--- config.mk ---
export PLATFORM = sky130hd
export DESIGN_NAME = nes_video_top
export DESIGN_NICKNAME = d
export VERILOG_FILES = /design/src/logic/nes_video_pkg.sv /design/src/logic/pixel_stream_if.sv /design/src/logic/bg_tile_renderer.sv /design/src/logic/nes_video_top.sv /design/src/logic/pixel_fifo.sv /design/src/logic/video_timing_palette.sv
export VERILOG_INCLUDE_DIRS = /design/src /design/src/include
export SDC_FILE = /design/constraint.sdc
export NUM_CORES = 1
export LEC_CHECK = 0
export BUFFER_PORTS_ARGS = -buffer_cell sky130_fd_sc_hd__buf_2
export CAP_MARGIN = 30
export CORE_MARGIN = 10
export CORE_UTILIZATION = 34
export DETAILED_ROUTE_END_ITERATION = 12
export SYNTH_ARGS = -nofsm -noshare
export SYNTH_HDL_FRONTEND = slang
export SYNTH_SLANG_ARGS = --single-unit
--- constraint.sdc ---
create_clock -name clk -period 6.5 [get_ports clk]
set_clock_uncertainty 0.1 [all_clocks]
set_input_delay 1.3 -clock clk [delete_from_list [all_inputs] [get_ports clk]]
set_output_delay 1.3 -clock clk [all_outputs]
set_load 0.03 [all_outputs]
--- src/include/nes_palette.svh ---
`ifndef NES_PALETTE_SVH
`define NES_PALETTE_SVH

// approximate NES system palette, packed as rrr_ggg_bb
// entries x_d to x_f are the unused black slots
function automatic rgb332_t nes_palette_rgb(input palette_idx_t idx);
  case (idx)
    6'h00: return 8'b011_011_01;
    6'h01: return 8'b001_000_10;
    6'h02: return 8'b000_000_10;
    6'h03: return 8'b010_000_10;
    6'h04: return 8'b100_000_01;
    6'h05: return 8'b101_000_00;
    6'h06: return 8'b101_000_00;
    6'h07: return 8'b011_000_00;
    6'h08: return 8'b010_001_00;
    6'h09: return 8'b000_010_00;
    6'h0a: return 8'b000_010_00;
    6'h0b: return 8'b000_001_00;
    6'h0c: return 8'b000_001_01;

    6'h10: return 8'b101_101_10;
    6'h11: return 8'b000_011_11;
    6'h12: return 8'b001_001_11;
    6'h13: return 8'b100_000_11;
    6'h14: return 8'b101_000_10;
    6'h15: return 8'b111_000_01;
    6'h16: return 8'b110_001_00;
    6'h17: return 8'b110_010_00;
    6'h18: return 8'b100_011_00;
    6'h19: return 8'b000_100_00;
    6'h1a: return 8'b000_101_00;
    6'h1b: return 8'b000_100_00;
    6'h1c: return 8'b000_100_10;

    6'h20: return 8'b111_111_11;
    6'h21: return 8'b001_101_11;
    6'h22: return 8'b010_100_11;
    6'h23: return 8'b101_100_11;
    6'h24: return 8'b111_011_11;
    6'h25: return 8'b111_011_10;
    6'h26: return 8'b111_011_01;
    6'h27: return 8'b111_100_00;
    6'h28: return 8'b111_101_00;
    6'h29: return 8'b100_110_00;
    6'h2a: return 8'b010_110_01;
    6'h2b: return 8'b010_111_10;
    6'h2c: return 8'b000_111_11;

    // pastel row
    6'h30: return 8'b111_111_11;
    6'h31: return 8'b101_111_11;
    6'h32: return 8'b110_110_11;
    6'h33: return 8'b110_110_11;
    6'h34: return 8'b111_110_11;
    6'h35: return 8'b111_110_11;
    6'h36: return 8'b111_101_10;
    6'h37: return 8'b111_110_10;
    6'h38: return 8'b111_111_10;
    6'h39: return 8'b111_111_10;
    6'h3a: return 8'b101_111_10;
    6'h3b: return 8'b101_111_11;
    6'h3c: return 8'b100_111_11;

    default: return 8'h00;  // black
  endcase
endfunction

`endif

--- src/logic/nes_video_pkg.sv ---
package nes_video_pkg;

  typedef logic [5:0] palette_idx_t;  // system palette index
  typedef logic [7:0] rgb332_t;       // rrr_ggg_bb
  typedef logic [8:0] coord_t;        // raster counter
  typedef logic [9:0] nes_coord_t;    // coordinate as seen by the PPU
  typedef logic [4:0] tile_addr_t;    // tile table index

  // full raster, in pixel strobes
  localparam int FRAME_WIDTH  = 400;
  localparam int FRAME_HEIGHT = 260;

  // visible picture
  localparam int IMAGE_WIDTH  = 256;
  localparam int IMAGE_HEIGHT = 240;

  localparam int X_FRONT_PORCH = 32;
  localparam int X_BACK_PORCH  = 32;
  localparam int X_VIS_END     = X_FRONT_PORCH + IMAGE_WIDTH;  // first column past the picture
  localparam int X_MID         = FRAME_WIDTH / 2;              // next-y update point

  // vblank set and clear points
  localparam int VBLANK_START_X = 365;
  localparam int VBLANK_START_Y = 238;
  localparam int VBLANK_END_X   = 32;
  localparam int VBLANK_END_Y   = 259;

  localparam int CLK_DIV   = 4;  // clocks per pixel
  localparam int CLK_DIV_W = $clog2(CLK_DIV);

  localparam int TILE_ENTRIES = 32;

  localparam int FIFO_DEPTH = 16;
  localparam int FIFO_PTR_W = $clog2(FIFO_DEPTH);
  localparam int FIFO_CNT_W = FIFO_PTR_W + 1;

  `include "nes_palette.svh"

endpackage

--- src/logic/pixel_stream_if.sv ---
`timescale 1ns/1ps

interface pixel_stream_if import nes_video_pkg::*; ();

  logic         valid;
  logic         ready;
  palette_idx_t idx;
  logic         eol;  // last pixel of a line
  logic         eof;  // last pixel of the frame

  modport src (
    output valid,
    output idx,
    output eol,
    output eof,
    input  ready
  );

  modport dst (
    input  valid,
    input  idx,
    input  eol,
    input  eof,
    output ready
  );

endinterface

--- src/logic/bg_tile_renderer.sv ---
`timescale 1ns/1ps

module bg_tile_renderer import nes_video_pkg::*; (
  input  logic         clk,
  input  logic         rst,
  input  logic         i_frame_start,
  input  logic         i_cfg_we,
  input  tile_addr_t   i_cfg_addr,
  input  palette_idx_t i_cfg_idx,
  pixel_stream_if.src  o_pix
);

  palette_idx_t live_tbl   [TILE_ENTRIES];
  palette_idx_t shadow_tbl [TILE_ENTRIES];

  logic       r_wait;     // idle until the next frame start
  coord_t     r_col;
  coord_t     r_row;
  tile_addr_t tile;
  logic       xfer;
  logic       take_frame;

  assign take_frame = i_frame_start && r_wait;
  assign xfer       = o_pix.valid && o_pix.ready;

  // tile index walks diagonally, 8x8 pixel blocks
  assign tile = r_col[7:3] + r_row[7:3];  // wraps mod 32

  assign o_pix.valid = !r_wait;
  assign o_pix.idx   = shadow_tbl[tile];
  assign o_pix.eol   = (r_col == coord_t'(IMAGE_WIDTH - 1));
  assign o_pix.eof   = o_pix.eol && (r_row == coord_t'(IMAGE_HEIGHT - 1));

  // host side table
  always_ff @(posedge clk) begin
    if (i_cfg_we) begin
      live_tbl[i_cfg_addr] <= i_cfg_idx;
    end
  end

  // one table state per frame
  always_ff @(posedge clk) begin
    if (take_frame) begin
      shadow_tbl <= live_tbl;
    end
  end

  always_ff @(posedge clk) begin
    if (rst) begin
      r_wait <= 1'b1;
      r_col  <= '0;
      r_row  <= '0;
    end else if (take_frame) begin
      r_wait <= 1'b0;
      r_col  <= '0;
      r_row  <= '0;
    end else if (xfer) begin
      if (o_pix.eol) begin
        r_col <= '0;
        if (o_pix.eof) begin
          r_row  <= '0;
          r_wait <= 1'b1;  // frame done
        end else begin
          r_row <= r_row + 1'b1;
        end
      end else begin
        r_col <= r_col + 1'b1;
      end
    end
  end

endmodule

--- src/logic/nes_video_top.sv ---
`timescale 1ns/1ps

module nes_video_top import nes_video_pkg::*; (
  input  logic         clk,
  input  logic         rst,
  input  logic         i_cfg_we,
  input  tile_addr_t   i_cfg_addr,
  input  palette_idx_t i_cfg_idx,
  output logic         o_pix_pulse,
  output logic         o_hsync,
  output logic         o_vsync,
  output logic         o_vblank,
  output logic         o_underrun,
  output logic [2:0]   o_r,
  output logic [2:0]   o_g,
  output logic [1:0]   o_b,
  output nes_coord_t   o_nes_x,
  output nes_coord_t   o_nes_y,
  output nes_coord_t   o_nes_y_next
);

  logic frame_start;

  pixel_stream_if rend_if ();  // renderer to fifo
  pixel_stream_if disp_if ();  // fifo to display

  bg_tile_renderer u_renderer (
    .clk           (clk),
    .rst           (rst),
    .i_frame_start (frame_start),
    .i_cfg_we      (i_cfg_we),
    .i_cfg_addr    (i_cfg_addr),
    .i_cfg_idx     (i_cfg_idx),
    .o_pix         (rend_if.src)
  );

  pixel_fifo u_fifo (
    .clk   (clk),
    .rst   (rst),
    .i_in  (rend_if.dst),
    .o_out (disp_if.src)
  );

  video_timing_palette u_timing (
    .clk           (clk),
    .rst           (rst),
    .i_pix         (disp_if.dst),
    .o_pix_pulse   (o_pix_pulse),
    .o_hsync       (o_hsync),
    .o_vsync       (o_vsync),
    .o_vblank      (o_vblank),
    .o_frame_start (frame_start),
    .o_underrun    (o_underrun),
    .o_r           (o_r),
    .o_g           (o_g),
    .o_b           (o_b),
    .o_nes_x       (o_nes_x),
    .o_nes_y       (o_nes_y),
    .o_nes_y_next  (o_nes_y_next)
  );

endmodule

--- src/logic/pixel_fifo.sv ---
`timescale 1ns/1ps

module pixel_fifo import nes_video_pkg::*; (
  input  logic        clk,
  input  logic        rst,
  pixel_stream_if.dst i_in,
  pixel_stream_if.src o_out
);

  palette_idx_t mem_idx [FIFO_DEPTH];
  logic         mem_eol [FIFO_DEPTH];
  logic         mem_eof [FIFO_DEPTH];

  logic [FIFO_PTR_W-1:0] r_wr_ptr;
  logic [FIFO_PTR_W-1:0] r_rd_ptr;
  logic [FIFO_CNT_W-1:0] r_count;

  logic full;
  logic push;
  logic pop;

  assign full = (r_count == FIFO_CNT_W'(FIFO_DEPTH));

  // a pop frees the slot for a push in the same clock
  assign i_in.ready = !full || o_out.ready;
  assign push       = i_in.valid && i_in.ready;
  assign pop        = o_out.valid && o_out.ready;

  assign o_out.valid = (r_count != '0);
  assign o_out.idx   = mem_idx[r_rd_ptr];
  assign o_out.eol   = mem_eol[r_rd_ptr];
  assign o_out.eof   = mem_eof[r_rd_ptr];

  always_ff @(posedge clk) begin
    if (push) begin
      mem_idx[r_wr_ptr] <= i_in.idx;
      mem_eol[r_wr_ptr] <= i_in.eol;
      mem_eof[r_wr_ptr] <= i_in.eof;
    end
  end

  always_ff @(posedge clk) begin
    if (rst) begin
      r_wr_ptr <= '0;
      r_rd_ptr <= '0;
      r_count  <= '0;
    end else begin
      if (push) begin
        r_wr_ptr <= r_wr_ptr + 1'b1;  // depth is a power of two
      end
      if (pop) begin
        r_rd_ptr <= r_rd_ptr + 1'b1;
      end
      case ({push, pop})
        2'b10:   r_count <= r_count + 1'b1;
        2'b01:   r_count <= r_count - 1'b1;
        default: r_count <= r_count;
      endcase
    end
  end

endmodule

--- src/logic/video_timing_palette.sv ---
`timescale 1ns/1ps

module video_timing_palette import nes_video_pkg::*; (
  input  logic        clk,
  input  logic        rst,
  pixel_stream_if.dst i_pix,
  output logic        o_pix_pulse,
  output logic        o_hsync,
  output logic        o_vsync,
  output logic        o_vblank,
  output logic        o_frame_start,
  output logic        o_underrun,
  output logic [2:0]  o_r,
  output logic [2:0]  o_g,
  output logic [1:0]  o_b,
  output nes_coord_t  o_nes_x,
  output nes_coord_t  o_nes_y,
  output nes_coord_t  o_nes_y_next
);

  logic [CLK_DIV_W-1:0] r_div;
  coord_t     r_x;
  coord_t     r_y;
  coord_t     nx;          // raster position the next strobe enters
  coord_t     ny;
  logic       r_active;    // renderer has been started
  rgb332_t    r_rgb;
  nes_coord_t r_y_next;
  logic       next_vis;
  logic       exp_eol;
  logic       exp_eof;
  logic       mark_bad;
  logic       pop;

  always_comb begin
    nx = r_x + 1'b1;
    ny = r_y;
    if (r_x == coord_t'(FRAME_WIDTH - 1)) begin
      nx = '0;
      ny = (r_y == coord_t'(FRAME_HEIGHT - 1)) ? '0 : r_y + 1'b1;
    end
  end

  assign next_vis = (ny < coord_t'(IMAGE_HEIGHT)) &&
                    (nx >= coord_t'(X_FRONT_PORCH)) && (nx < coord_t'(X_VIS_END));

  // where the stream marks ought to land
  assign exp_eol  = (nx == coord_t'(X_VIS_END - 1));
  assign exp_eof  = exp_eol && (ny == coord_t'(IMAGE_HEIGHT - 1));
  assign mark_bad = (i_pix.eol != exp_eol) || (i_pix.eof != exp_eof);

  assign pop         = o_pix_pulse && next_vis && r_active;
  assign i_pix.ready = pop;

  // pixel strobe
  always_ff @(posedge clk) begin
    if (rst) begin
      r_div       <= '0;
      o_pix_pulse <= 1'b0;
    end else begin
      o_pix_pulse <= (r_div == CLK_DIV_W'(CLK_DIV - 1));
      r_div       <= (r_div == CLK_DIV_W'(CLK_DIV - 1)) ? '0 : r_div + 1'b1;
    end
  end

  always_ff @(posedge clk) begin
    if (rst) begin
      r_x           <= '0;
      r_y           <= '0;
      o_vblank      <= 1'b0;
      o_frame_start <= 1'b0;
      r_active      <= 1'b0;
      r_y_next      <= '0;
    end else begin
      o_frame_start <= 1'b0;
      if (o_pix_pulse) begin
        r_x <= nx;
        r_y <= ny;
        if (nx == coord_t'(VBLANK_START_X) && ny == coord_t'(VBLANK_START_Y)) begin
          o_vblank <= 1'b1;
        end
        if (nx == coord_t'(VBLANK_END_X) && ny == coord_t'(VBLANK_END_Y)) begin
          o_vblank      <= 1'b0;
          o_frame_start <= 1'b1;  // kicks off the renderer
          r_active      <= 1'b1;
        end
        if (nx == coord_t'(X_MID)) begin
          r_y_next <= nes_coord_t'(ny) + 1'b1;
        end
      end
    end
  end

  // colour out, one clock behind the strobe
  always_ff @(posedge clk) begin
    if (rst) begin
      r_rgb      <= '0;
      o_underrun <= 1'b0;
    end else if (o_pix_pulse) begin
      r_rgb <= '0;
      if (pop) begin
        if (i_pix.valid) begin
          r_rgb <= nes_palette_rgb(i_pix.idx);
          if (mark_bad) begin
            o_underrun <= 1'b1;  // stream out of step with raster
          end
        end else begin
          o_underrun <= 1'b1;
        end
      end
    end
  end

  assign o_vsync = (r_y < coord_t'(IMAGE_HEIGHT));
  // picture plus back porch
  assign o_hsync = o_vsync && (r_x >= coord_t'(X_FRONT_PORCH)) &&
                   (r_x < coord_t'(X_VIS_END + X_BACK_PORCH));

  assign o_nes_x      = nes_coord_t'(r_x) - nes_coord_t'(X_FRONT_PORCH);
  assign o_nes_y      = nes_coord_t'(r_y);
  assign o_nes_y_next = r_y_next;

  assign o_r = r_rgb[7:5];
  assign o_g = r_rgb[4:2];
  assign o_b = r_rgb[1:0];

endmodule

==> metrics.md <==
| Metric | Value |
|---|---|
| Post-synth top area share | `0.657` |
| First-pass GRT wire length | `72,900 µm` |
| Post-DRT Antenna Nets | `0` |
| DP Cell Count | `2,269` |
| Hold depth | `0` |
| Latest clock arrival within the worst-skew pair | `0.63 ns` |
| Max-cap violations | `0` |
| Netlist cell types | `80` |
| Clock Path Buffers | `3` |
| Area Growth Syn to Fin | `13.5%` |
| Slew Viols, Final | `0` |
| Postcts setup bufs | `0` |
| H-tree depth | `2` |
| Starting DRC count in detailed routing | `1,065` |
| Final-report setup violation count | `0` |
| Rows | `96` |
| Psw | `1.51 mW` |
| Sw Share | `0.199` |
| Reg2reg path depth | `19` |
| Status | `finished, final reports clean` |
| Crit path arrival time | `5.66 ns` |
| PostCTS Resize Cnt | `0` |
| Comb power frac | `0.010` |
| Post-Syn Area per Cell | `16.9 µm²` |
| RePlAce Congestion | `0.840` |
| Leakage | `8.31 nW` |
| Min Tclk post-route | `5.22 ns` |
| Worst setup path class | `register to register` |
| Fin nets | `1,495` |
| PwrDens | `284 nW/µm²` |
| Worst slack, placed | `1.34 ns` |
| Final WS setup | `1.28 ns` |
| Diode count | `0` |
| Prevailing post-synth register cell | `edfxtp_1` |
| Worst reg2reg endpoint | `u_fifo.r_count[4]` |
| Fin crit share | `0.803` |
| Mapped cell area | `23,400 µm²` |
| Post-CTS Hold Fix Bufs | `0` |
| Core Box Area | `68,500 µm²` |
| # clock sinks | `591` |
| FFs w/ async S/R, synth | `0` |
| Post-DP HPWL | `29,600 µm` |
| Clk pwr share | `0.446` |
| Vias | `12,300` |
| Setup crit end kind | `register` |
| Reg2reg start | `u_timing.r_x[1]` |
| DR WL/cell | `19.8 µm` |
| Max-slew headroom | `0.182` |
| Worst-path fanout max | `32` |
| Hold WC Path Type | `register to register` |
| R2r setup slk | `1.28 ns` |
| Largest net degree at the start of global routing | `196` |
| I/O pin cnt | `57` |
| Total CTS buffers | `58` |
| Nature of the critical path startpoint | `register` |
| Initial core utilization | `0.342` |
| Seq pwr share | `0.544` |
| Required @ worst endpoint | `6.94 ns` |
| Grt ovf | `0` |
| First drt pass iteration count | `5` |
| Final setup TNS | `0 ns` |
| Layout cells sized above 1 | `0.187` |
| Port Buffers | `55` |
| Area of the die | `79,800 µm²` |
| Syn nets | `1,434` |
| Final Non-Filler Cells | `2,379` |
| Synth top area cells | `edfxtp_1 66%, mux4_2 8.9%, dfxtp_1 6.8%` |
| Post-synth EDFFs | `512` |
| RSZ-0062 raised after global routing | `false` |
| Min-Delay Startpoint | `u_renderer.live_tbl[100]` |
| Hold Fails Final Rpt | `0` |
| # DRC | `0` |
| Cells after synthesis | `1,386` |
| Clock Tree Root | `clkbuf_16` |
| Cell taking the most area after synthesis | `edfxtp_1` |
| IR drop worst, VDD | `0.000266 V` |
| Total Routing Usage GR | `0.117` |
| Antenna violations before repair | `1` |
| Number of synthesized register bits | `591` |
| Synth warn | `0` |
| Reg clk slew, reported paths | `0.06 ns` |
| Measured slew at the worst slew-check pin | `1.23 ns` |
| Fmax | `192 MHz` |
| CTS tree | `built` |
| Routed wire length | `47,200 µm` |
| Via/cell ratio | `5.18` |
| Die Y | `282 µm` |
| Sequential area share after synthesis | `0.724` |
| DIE WIDTH | `282 µm` |
| P_int | `6.05 mW` |
| Vias in the first global route | `12,500` |
| Hold endpoint | `u_renderer.shadow_tbl[100]` |
| DP Area | `24,600 µm²` |
| Final Instance Area | `26,600 µm²` |
[cell families after synthesis]
kind of cell / share of synthesized area
flip-flops: 0.724
AND/OR/NAND/NOR: 0.0738
AO/OA/AOI/OAI: 0.0487
multiplexers: 0.102
buffers and inverters: 0.0181
XOR/XNOR: 0.0142
adder cells (fa/ha/maj): 0.0185
other: 0.000160
[cell type report]
| class | instances | area (µm²) |
|---|---|---|
| inverters | 28 | 105 |
| repair buffers | 69 | 393 |
| fillers | 6233 | 41900 |
| multi-input cells | 699 | 6070 |
| clock buffers | 75 | 1550 |
| well taps | 882 | 1100 |
| flip-flops and latches | 591 | 17000 |
| clock inverters | 35 | 400 |
[worst max path at each step]
| stage | startpoint | end | slack, ns |
|---|---|---|---|
| finish | u_timing.r_x[1] | u_fifo.r_count[4] | 1.28 |
| detailed placement | u_timing.r_x[1] | u_fifo.r_count[4] | 1.34 |
| global placement | u_timing.r_x[1] | u_fifo.r_count[4] | 1.47 |
| global route | u_timing.r_x[1] | u_fifo.r_count[4] | 0.79 |
| CTS | u_timing.r_x[1] | u_fifo.r_count[4] | 1.31 |
| floorplan | u_renderer.r_wait | u_renderer.r_col[1] | 0.17 |
[critical path, stage by stage, from the launching register on]
cell and delay, ns:
dfxtp_1 0.47, ha_1 0.39, nand4b_2 0.30, nor4_2 0.59
xor2_1 0.33, and4_1 0.42, o31a_1 0.22, buf_4 0.31
nor2_1 0.07, buf_4 0.20, inv_1 0.08, ha_1 0.34
xor2_1 0.18, ha_1 0.19, o21ai_0 0.08, a21oi_1 0.17
a21oi_1 0.09, xor2_1 0.15, or3_1 0.31, a21oi_1 0.13
[cells in the mapped netlist (4+ instances only)]
cell type	n
a31oi_1	11
ha_1	33
dfxtp_1	79
a22oi_1	4
buf_2	11
o221ai_1	4
buf_1	10
buf_4	7
a211oi_1	10
nand3_1	36
or3_1	15
nand3b_1	7
nand4_1	15
and3_1	19
o31a_1	5
and2_1	10
clkbuf_1	37
nand2_1	68
o21ai_0	27
a221oi_1	9
a21oi_1	41
inv_1	28
mux4_2	93
or4_1	9
mux2_2	9
o211ai_1	4
o22ai_1	7
nor3_1	17
o31ai_1	13
nor2b_1	9
xnor2_1	21
mux2i_1	19
nor2_1	93
a22o_1	4
nor4_1	6
xor2_1	17
edfxtp_1	512
[per-layer routing]
metal,up-vias,wire [µm],track usage
met5,-,0,0
met1,6313,19900,0.149
met3,73,2710,0.0239
met4,0,952,0.0329
met2,337,23700,0.201
li1,5612,-,-
[layout by cell type (no fill, tap or decap), types with 14 or more instances in the layout]
cell,netlist,layout
edfxtp_1,512,512
nor2_1,93,93
mux4_2,93,93
dfxtp_1,79,78
nand2_1,68,68
clkbuf_16,0,58
buf_2,11,55
a21oi_1,41,41
nand3_1,36,36
ha_1,33,32
inv_1,28,28
o21ai_0,27,27
xnor2_1,21,20
mux2i_1,19,19
and3_1,19,19
nor3_1,17,17
xor2_1,17,17
nand4_1,15,15
or3_1,15,15
clkbuf_1,37,14
[power groups by stage]
stage	sequential [mW]	clock (mW)	combinational, mW
2_1_floorplan	4.19	0	0.0333
3_3_place_gp	4.19	0	0.0774
3_5_place_dp	4.19	0	0.0796
4_1_cts	4.11	3.45	0.0798
5_1_grt	4.11	3.61	0.0863
6_report	4.11	3.37	0.0779
[flip-flops by register name, summed over array words and instances (netlist names), 10 cells and up, named ones only]
signal / flops
u_fifo.mem_eof: 16
u_fifo.mem_eol: 16
u_fifo.mem_idx: 96
u_renderer.live_tbl: 192
u_renderer.shadow_tbl: 192
u_timing.o_nes_y_next: 10
[metrics by stage]
| stage | hold WS [ns] | utilization | total power [mW] |
|---|---|---|---|
| floorplan | 0.300 | - | 4.23 |
| CTS | 0.309 | 0.388 | 7.64 |
| global placement | 0.300 | 0.360 | 4.27 |
| finish | 0.314 | 0.388 | 7.56 |
| detailed placement | 0.305 | 0.360 | 4.27 |
| global route | 0.322 | 0.388 | 7.81 |
(Power assumes the default switching activity.)
